## config.mk

```make
export PLATFORM = sky130hd
export DESIGN_NAME = credit_receiver_vc
export DESIGN_NICKNAME = d
export VERILOG_FILES = /design/src/common/vc_pkg.sv /design/src/common/link_pkg.sv /design/src/receiver/credit_receiver_vc.sv
export VERILOG_INCLUDE_DIRS = /design/src /design/src/common
export SDC_FILE = /design/constraint.sdc
export NUM_CORES = 1
export LEC_CHECK = 0
export ABC_AREA = 1
export BUFFER_PORTS_ARGS = -buffer_cell sky130_fd_sc_hd__buf_2
export CORE_MARGIN = 4
export CORE_UTILIZATION = 55
export CTS_CLUSTER_SIZE = 25
export DETAILED_ROUTE_END_ITERATION = 8
export PLACE_DENSITY = 0.74
export SYNTH_ARGS = -nofsm -noshare
export SYNTH_HDL_FRONTEND = slang
export SYNTH_SLANG_ARGS = --single-unit
```

## constraint.sdc

```tcl
create_clock -name clk -period 5.65 [get_ports clk]
set_input_delay 0.2825 -clock clk [delete_from_list [all_inputs] [get_ports clk]]
set_output_delay 0.2825 -clock clk [all_outputs]
set_load 0.05 [all_outputs]
```

## src/common/credit_link_defs.svh

```systemverilog
// Build-time link sizing; all VCs share one credit limit and CL_NUM_VCS must be at least 2.
`ifndef CREDIT_LINK_DEFS_SVH
`define CREDIT_LINK_DEFS_SVH

// --------------------
// Link geometry
// --------------------

// Number of virtual channels sharing the physical channel.
`define CL_NUM_VCS 4

// Flit payload width in bits.
`define CL_DATA_W 16

// --------------------
// Flow control
// --------------------

// Credits per VC.
// This is also the depth of each receiver VC buffer.
`define CL_MAX_CREDIT 4

// One register stage on the channel at the sender when set.
// Push to pop latency is two cycles with the stage in place.
`define CL_REGISTER_LINK 1

`endif

```

## src/common/vc_pkg.sv

```systemverilog
// Per-VC index, mask and credit types; widths follow the macros in credit_link_defs.svh.
`default_nettype none

`include "credit_link_defs.svh"

package vc_pkg;

  // --------------------
  // Widths
  // --------------------

  // VC index width.
  // Kept at one bit or more so a single VC build still compiles.
  localparam int VC_ID_W = (`CL_NUM_VCS > 1) ? $clog2(`CL_NUM_VCS) : 1;

  // Credit count width.
  // Must hold every value from zero up to CL_MAX_CREDIT.
  localparam int CREDIT_W = $clog2(`CL_MAX_CREDIT + 1);

  // --------------------
  // Types
  // --------------------

  // Index of one VC.
  typedef logic [VC_ID_W-1:0] vc_id_t;

  // One bit per VC.
  typedef logic [`CL_NUM_VCS-1:0] vc_mask_t;

  // Credit amount for one VC.
  typedef logic [CREDIT_W-1:0] credit_cnt_t;

endpackage

`default_nettype wire

```

## src/common/link_pkg.sv

```systemverilog
// Physical channel types; flit_t carries one VC tag and no back-pressure, so valid is credit-qualified.
`default_nettype none

`include "credit_link_defs.svh"

package link_pkg;

  // --------------------
  // Forward channel
  // --------------------

  // One flit on the shared physical channel.
  // Valid is set only when the sender spent a credit for it.
  typedef struct packed {
    logic                  valid;
    vc_pkg::vc_id_t        vc;
    logic [`CL_DATA_W-1:0] data;
  } flit_t;

  // --------------------
  // Return channel
  // --------------------

  // One returned credit per VC per cycle.
  typedef logic [`CL_NUM_VCS-1:0] credit_ret_t;

  // --------------------
  // Receiver state
  // --------------------

  // Receiver link state.
  // One-hot so a corrupted state is easy to spot.
  typedef enum logic [1:0] {
    LINK_RESET  = 2'b01,
    LINK_ACTIVE = 2'b10
  } link_state_e;

endpackage

`default_nettype wire

```

## src/receiver/credit_receiver_vc.sv

```systemverilog
// Buffers assume the sender never exceeds CL_MAX_CREDIT per VC; flits arriving in LINK_RESET are dropped.
`timescale 1ns/1ps
`default_nettype none

`include "credit_link_defs.svh"

module credit_receiver_vc (
  input  logic                                   clk,
  input  logic                                   rst_n,
  input  link_pkg::flit_t                        link_flit,
  input  logic                                   sender_in_reset,
  output vc_pkg::vc_mask_t                       pop_valid,
  input  vc_pkg::vc_mask_t                       pop_ready,
  output logic [`CL_NUM_VCS-1:0][`CL_DATA_W-1:0] pop_data,
  output link_pkg::credit_ret_t                  credit_ret,
  output logic                                   receiver_in_reset
);

  import vc_pkg::*;
  import link_pkg::*;

  // Buffer pointer width.
  localparam int PTR_W = (`CL_MAX_CREDIT > 1) ? $clog2(`CL_MAX_CREDIT) : 1;
  localparam logic [PTR_W-1:0] LAST = PTR_W'(`CL_MAX_CREDIT - 1);

  link_state_e state_q;
  logic        in_reset;
  vc_mask_t    pop_fire;
  credit_ret_t credit_ret_q;

  // --------------------
  // Link state
  // --------------------

  // Stays in reset until the sender has left reset for a full edge.
  always_ff @(posedge clk) begin
    if (!rst_n) begin
      state_q <= LINK_RESET;
    end else begin
      case (state_q)
        LINK_RESET:  if (!sender_in_reset) state_q <= LINK_ACTIVE;
        LINK_ACTIVE: if (sender_in_reset) state_q <= LINK_RESET;
        default:     state_q <= LINK_RESET;
      endcase
    end
  end

  assign in_reset          = (state_q != LINK_ACTIVE);
  assign receiver_in_reset = in_reset;

  // --------------------
  // VC buffers
  // --------------------

  for (genvar i = 0; i < `CL_NUM_VCS; i++) begin : gen_vc_fifo
    logic [`CL_DATA_W-1:0] mem [`CL_MAX_CREDIT];
    logic [PTR_W-1:0]      wr_ptr;
    logic [PTR_W-1:0]      rd_ptr;
    credit_cnt_t           count;
    logic                  wr_en;

    // Flit is steered by its VC tag.
    assign wr_en       = link_flit.valid && (link_flit.vc == vc_id_t'(i)) && !in_reset;
    assign pop_valid[i] = (count != '0);
    assign pop_fire[i]  = pop_valid[i] && pop_ready[i];
    assign pop_data[i]  = mem[rd_ptr];

    // Storage.
    always_ff @(posedge clk) begin
      if (wr_en) begin
        mem[wr_ptr] <= link_flit.data;
      end
    end

    // Pointers and occupancy.
    // LINK_RESET empties the buffer.
    always_ff @(posedge clk) begin
      if (!rst_n || in_reset) begin
        wr_ptr <= '0;
        rd_ptr <= '0;
        count  <= '0;
      end else begin
        if (wr_en) begin
          wr_ptr <= (wr_ptr == LAST) ? '0 : (wr_ptr + 1'b1);
        end
        if (pop_fire[i]) begin
          rd_ptr <= (rd_ptr == LAST) ? '0 : (rd_ptr + 1'b1);
        end
        if (wr_en && !pop_fire[i]) begin
          count <= count + 1'b1;
        end else if (pop_fire[i] && !wr_en) begin
          count <= count - 1'b1;
        end
      end
    end
  end

  // --------------------
  // Credit return
  // --------------------

  // One credit back per pop, one cycle later.
  always_ff @(posedge clk) begin
    if (!rst_n || in_reset) begin
      credit_ret_q <= '0;
    end else begin
      credit_ret_q <= pop_fire;
    end
  end

  assign credit_ret = credit_ret_q;

endmodule

`default_nettype wire

```

======== After elaboration in Yosys (flattened, before gate mapping) ========
Memories as Yosys holds them, arrays and structs flattened. A register that Yosys moved wholly into a read port is not among the register bits.
Cells that the tools add are included.
word-level totals
  input port bits ......................... 26
  logic and storage cells ................. 126
  bits in latches ......................... 0
  output and inout port bits .............. 73
  register bits after elaboration ......... 34
  bits in writable memories ............... 256
  memory bits (read-only) ................. 0
  memories ................................ 4
memory list
  memory              depth  bits a word  rd ports  clocked after memory_dff  wr ports  line                      text
  gen_vc_fifo[0].mem  4      16           1         1                         1         credit_receiver_vc.sv:56  logic [`CL_DATA_W-1:0] mem [`CL_MAX_CREDIT];
  gen_vc_fifo[1].mem  4      16           1         1                         1         credit_receiver_vc.sv:56
  gen_vc_fifo[2].mem  4      16           1         1                         1         credit_receiver_vc.sv:56
  gen_vc_fifo[3].mem  4      16           1         1                         1         credit_receiver_vc.sv:56
cells by class
  multiply operators ...................... 0
  reduce and logical (&&, ||, !) cells .... 41
  $add $sub $neg .......................... 16
  $lt $le $gt $ge ......................... 0
  bitwise logic cells ..................... 0
  mux-type cells .......................... 35
  eq/ne operators ......................... 16
  shift-type cells ........................ 0
  div/mod/pow operators ................... 0
operator list
  cell                                                 number
  two-way mux 2 bit                                    18
  two-way mux 3 bit                                    8
  equality test 2 bit, second input constant           11
  logical AND 1 bit                                    20
  adder 2 x 1 -> 2 bit, second input constant          8
  adder 3 x 1 -> 3 bit, second input constant          4
  nonzero test 3 bit                                   4
  subtractor 3 x 1 -> 3 bit, second input constant     4
  logical NOT 1 bit                                    10
  two-way mux 1 bit                                    8
  nonzero test 2 bit                                   4
  != test 2 bit, second input constant                 3
  equality test 2 x 1 -> 1 bit, second input constant  2
  case mux 2 bit (2 select lines)                      1
  logical NOT 2 bit                                    1
  AND reduction 2 bit                                  1
  logical OR 1 bit                                     1

======== Depth between registers and ports, before layout ========
  depth after elaboration ................. 7
  mapped depth ............................ 12
  mapped depth without buffers ............ 12

======== Worst setup path before layout ========
No wires, ideal clock.
  kind .................................... register to register
  start ................................... register gen_vc_fifo[1].count[0]
  end ..................................... register gen_vc_fifo[1].count[2]
  required time ........................... 5.537 ns
  path buffers ............................ 0
  slack ................................... 3.643 ns
  stages on the path, launching flop included .. 13
  clock period less this slack ............ 2.007 ns
  arrival time ............................ 1.895 ns
  setup time .............................. 0.113 ns
  cell sequence ........................... dfxtp_1 -> nor2_1 -> nand2_1 -> nand2_1 -> ha_1 -> inv_1 -> fa_1 -> inv_1 -> nand2_1 -> nand3_1 -> nand2_1 -> nand2_1 -> nor2_1
on the way
  word-level cells in the longest chain between the ends .. 5
  elaborated cells between the ends (all ways) .. 10
  classes of those cells .................. add/sub (2); mux (2); reduce/logical (6)
ends and longest elaborated chain
  item                                                            line                      text
  from (decl)                                                     credit_receiver_vc.sv:59  credit_cnt_t count;
  from (signal assigned)                                          credit_receiver_vc.sv:90  count <= count + 1'b1;
  from (signal assigned)                                          credit_receiver_vc.sv:92  count <= count - 1'b1;
  nonzero test 3 bit *                                            credit_receiver_vc.sv:64  assign pop_valid[i] = (count != '0);
  via pop_valid[1]                                                credit_receiver_vc.sv:12  output vc_pkg::vc_mask_t pop_valid,
  logical AND 1 bit *                                             credit_receiver_vc.sv:65  assign pop_fire[i] = pop_valid[i] && pop_ready[i];
  logical NOT 1 bit                                               credit_receiver_vc.sv:89  if (wr_en && !pop_fire[i]) begin
  logical AND 1 bit                                               credit_receiver_vc.sv:89
  two-way mux 3 bit / nonzero test 2 bit (equally long branches)  --
Mark *: on every way through the listed nets, which the timed path passes. The rest lies on a longest branch. The select of a mux whose other input is x is not followed.
A chain may end at the register's enable or synchronous reset.

==> results <==
- The total power divided by cell area is 325.0 nW/um^2.
- In this run the number of H-tree levels came out at 1.
- Of the cells placed in the final design, the portion with a size suffix greater than 1 is 0.1670.
- The library cell contributing the largest single delay on the critical path is dfxtp_1.
- IR analysis of the VDD net gives a maximum drop of 0.2239 mV.
- The total count of max-transition violations in the final report came to 0.
- The detailed router's first-iteration violation count is 629.
- The critical path capture point type is an output pin.
- The number of top-level pins is 99.
- Across all hold checks on the routed design, the worst slack comes to 0.08747 ns.
- The residual overflow from global routing is 0.
- The number of hold buffers added after CTS was 1.
- The effective utilization at floorplan is 0.5664.
- The worst hold path passes through 4 cells.
- The number of warnings printed during yosys synthesis is 0.
- The critical path required time is 5.37 ns.
- The antenna cell count is 0.
- The number of buffers on the longest clock path is 3.
- The count of state elements after synthesis is 298.
- The critical path is of the reg -> out type.
- Dividing the final minimum period by the clock period gives 0.6024.
- The number of distinct library cells after synthesis is 22.
- For the pin with the worst max-slew slack, the measured transition is 1.102 ns.
- The average via count per standard cell is 5.456.
- The wire length of the first global-routing pass is 37.96 mm.
- The library cell used as clock root buffer is clkbuf_16.
- The average instance area after synthesis is 12.67 sq um.
- The smallest clock period supported by the final layout is computed as 3.404 ns.
- The TritonCTS clock tree is yes.
- The largest fanout on the critical path is 33.
- The floorplan has 52 rows.
- The launching element type of the critical path is a flip-flop.
- The worst register-to-register path has a depth of 6.
- The final-layout setup total negative slack is 0 ns.
- The floorplan step defined a core boundary enclosing 20490 sq um.
- The count of endpoints failing hold in the final timing report came to 0.
- The post-detailed-route DRC marker count is 0.
- Timing would allow up to 293.8 MHz.
- The clock sink total is 298.
- The insertion delay of the later-clocked pin in the worst-skew pair is 0.53 ns.
- Post-CTS repair changed the size of 0 cells.
- The count of endpoints failing setup in the final report is 0.
- Across every metal layer, demand over resource in global routing totals 0.2036.
- The number of setup buffers added after CTS is 0.
- In this run the remaining antenna-violating nets after routing total 0.
- The height of the chip is 153.3 microns.
- The critical path's largest stage delay is 1.05 ns.
- The footprint of the multi-input gates is 2653 sq um.
- The critical path contains buffers and inverters numbering 2 combined.
- The headroom to the max-slew limit is 0.2640.
- The sequential cell area is 8528 sq um.
- The cell class contributing the biggest share of worst-path delay is flip-flops.
- The number of antenna violations at the first check in global routing came to 0.
- The met2 track demand over resource is 0.3340.
- The run finished with clean final reports.
- The total number of vias is 7191.
- The clock slew at the register clock pins of the worst setup and hold paths is 0.06 ns.
- Detailed placement finished with a half-perimeter wire length of 14.34 mm.
- The met3 track demand over resource is 0.03251.
- Counting buffers and inverters, the worst setup path is 4 cells deep.
- The layer with the highest usage after global routing is met2.
- The critical path goes through inv_1, o21ai_0, o22ai_1, buf_2.
- The overall power of the completed layout is 4.332 mW.
- The combined area of all synthesized cells is 11610 sq um.
- Counting every net in the synthesized netlist gives 970.
- Across the routed clock network, the largest skew measured is 0.01548 ns.
- At the end of routability-driven placement, the weighted congestion stood at 0.7957.
- For this run, global-route usage on met1 was measured as 0.2899.
- The count of buffers added on input and output ports is 98.
- Entering global routing, the biggest net connects 34 pins.
- Ranked by total cell area, the synthesized netlist is headed by edfxtp_1 (66%), dfxtp_1 (7.2%), nor2_1 (6.5%).
- The signal arrival time at the worst endpoint is 3.12 ns.
- The floorplan step set the die width to 153.3 microns.
- The die area is 23490 sq um.
- The average wire length per cell after detail routing is 18.44 microns.
- The number of optimization iterations in the first detailed-route pass is 5.
- The class of the tightest hold or removal check is in -> reg.
- The sequential-to-total area share from yosys stat is 0.7347.
- The top cell type's share of synthesized area is 0.6623.
- TritonCTS created 30 clock buffers.
- The largest total area in the synthesized netlist belongs to edfxtp_1.
- The number of cells produced by synthesis is 916.
- The leakage power figure is 4.763 nW.
- For this block, the routed nets add up to 24.30 mm of wire.
- Compared with the post-synthesis result, the final layout area differs by 14.82%.
- At the end of the flow, the number of nets in the layout was 1078.
- Setup repair after global routing left no endpoint under its margin.
- The reported max-cap violation count is 0.
- The number of fill cells is 1535.
- The number of global-route vias before repair came to 6933.
-- per-stage QoR --
step                area [sq um]  instances  setup slack (ns)    util
floorplan                  11610        916             3.643       -
global placement           12350       1261             3.024  0.6028
detailed placement         12350       1261             2.834  0.6028
CTS                        13330       1318             2.289  0.6503
global route               13330       1318             1.940  0.6503
finish                     13330       1318             2.246  0.6503
-- Yosys cell counts, drive strengths merged --
library cell and number:
nand3 10, nor2 205, inv 68, o22ai 64, fa 4, buf 19
xor2 4, clkbuf 16, edfxtp 256, nand2 63, nand3b 4, dfxtp 42
o21ai 129, ha 24, a21oi 8
-- cell usage in the layout (no fill, tap or decap), types with 5 or more instances in the layout --
| master | Yosys | routed |
|---|---|---|
| a21oi_1 | 6 | 6 |
| buf_2 | 16 | 98 |
| buf_4 | 0 | 12 |
| clkbuf_1 | 8 | 9 |
| clkbuf_16 | 0 | 31 |
| clkbuf_8 | 0 | 8 |
| clkinv_2 | 0 | 7 |
| dfxtp_1 | 42 | 42 |
| edfxtp_1 | 256 | 256 |
| ha_1 | 24 | 24 |
| inv_1 | 63 | 63 |
| inv_2 | 5 | 5 |
| nand2_1 | 62 | 62 |
| nand3_1 | 10 | 10 |
| nor2_1 | 200 | 195 |
| nor2_2 | 0 | 5 |
| nor2_4 | 5 | 5 |
| o21ai_0 | 122 | 122 |
| o21ai_1 | 7 | 7 |
| o22ai_1 | 64 | 64 |
-- worst register-to-register path: stages, from the launching register on --
cell,delay [ns]
dfxtp_1,0.30
inv_1,0.09
nand2_4,0.13
nor2_4,0.24
inv_1,0.14
nor2_1,0.56
buf_4,0.32
-- final timing paths --
kind / start / to / slack, ns
min: pop_ready[1] / gen_vc_fifo[1].rd_ptr[1] / 0.09
max: flip-flop / pop_data[4] / 2.25
min reg2reg: gen_vc_fifo[3].count[1] / gen_vc_fifo[3].count[1] / 0.50
max reg2reg: state_q[0] / gen_vc_fifo[2].mem[1][15] / 3.56
-- layer usage --
metal / up-vias / part of all wire
met1: 3462 / 0.43
met2: 246 / 0.49
met5: - / 0
li1: 3456 / -
met3: 27 / 0.068
met4: 0 / 0.016
-- cell families (layout without fill, tap and decap cells) --
group | count (synthesis) | count (layout) | synth area share
AO/OA/AOI/OAI | 201 | 201 | 0.09421
XOR/XNOR | 4 | 4 | 0.003018
adder cells (fa/ha/maj) | 28 | 28 | 0.03277
buffers and inverters | 103 | 235 | 0.03784
flip-flops | 298 | 298 | 0.7347
AND/OR/NAND/NOR | 282 | 282 | 0.09744
-- cell type report --
| cell class | count | share of cell area |
|---|---|---|
| Clock buffer | 48 | 0.06900 |
| Clock inverter | 8 | 0.003286 |
| Inverter | 68 | 0.01915 |
| Multi-Input combinational cell | 515 | 0.1990 |
| Sequential cell | 298 | 0.6399 |
| Tap cell | 270 | 0.02535 |
| Timing Repair Buffer | 111 | 0.04431 |
-- state kept, by name, indices dropped and copies added (netlist names), named ones only --
register and flops:
credit_ret 4, gen_vc_fifo.count 12, gen_vc_fifo.mem 256, gen_vc_fifo.rd_ptr 8, gen_vc_fifo.wr_ptr 8, state_q 2
-- power by group --
group | internal [mW] | total [mW] | switching (mW)
Sequential | 2.39 | 2.39 | 0.000822
Combinational | 0.0103 | 0.0609 | 0.0506
Clock | 1.11 | 1.88 | 0.773
No activity file was read; power rests on OpenSTA's default activity.
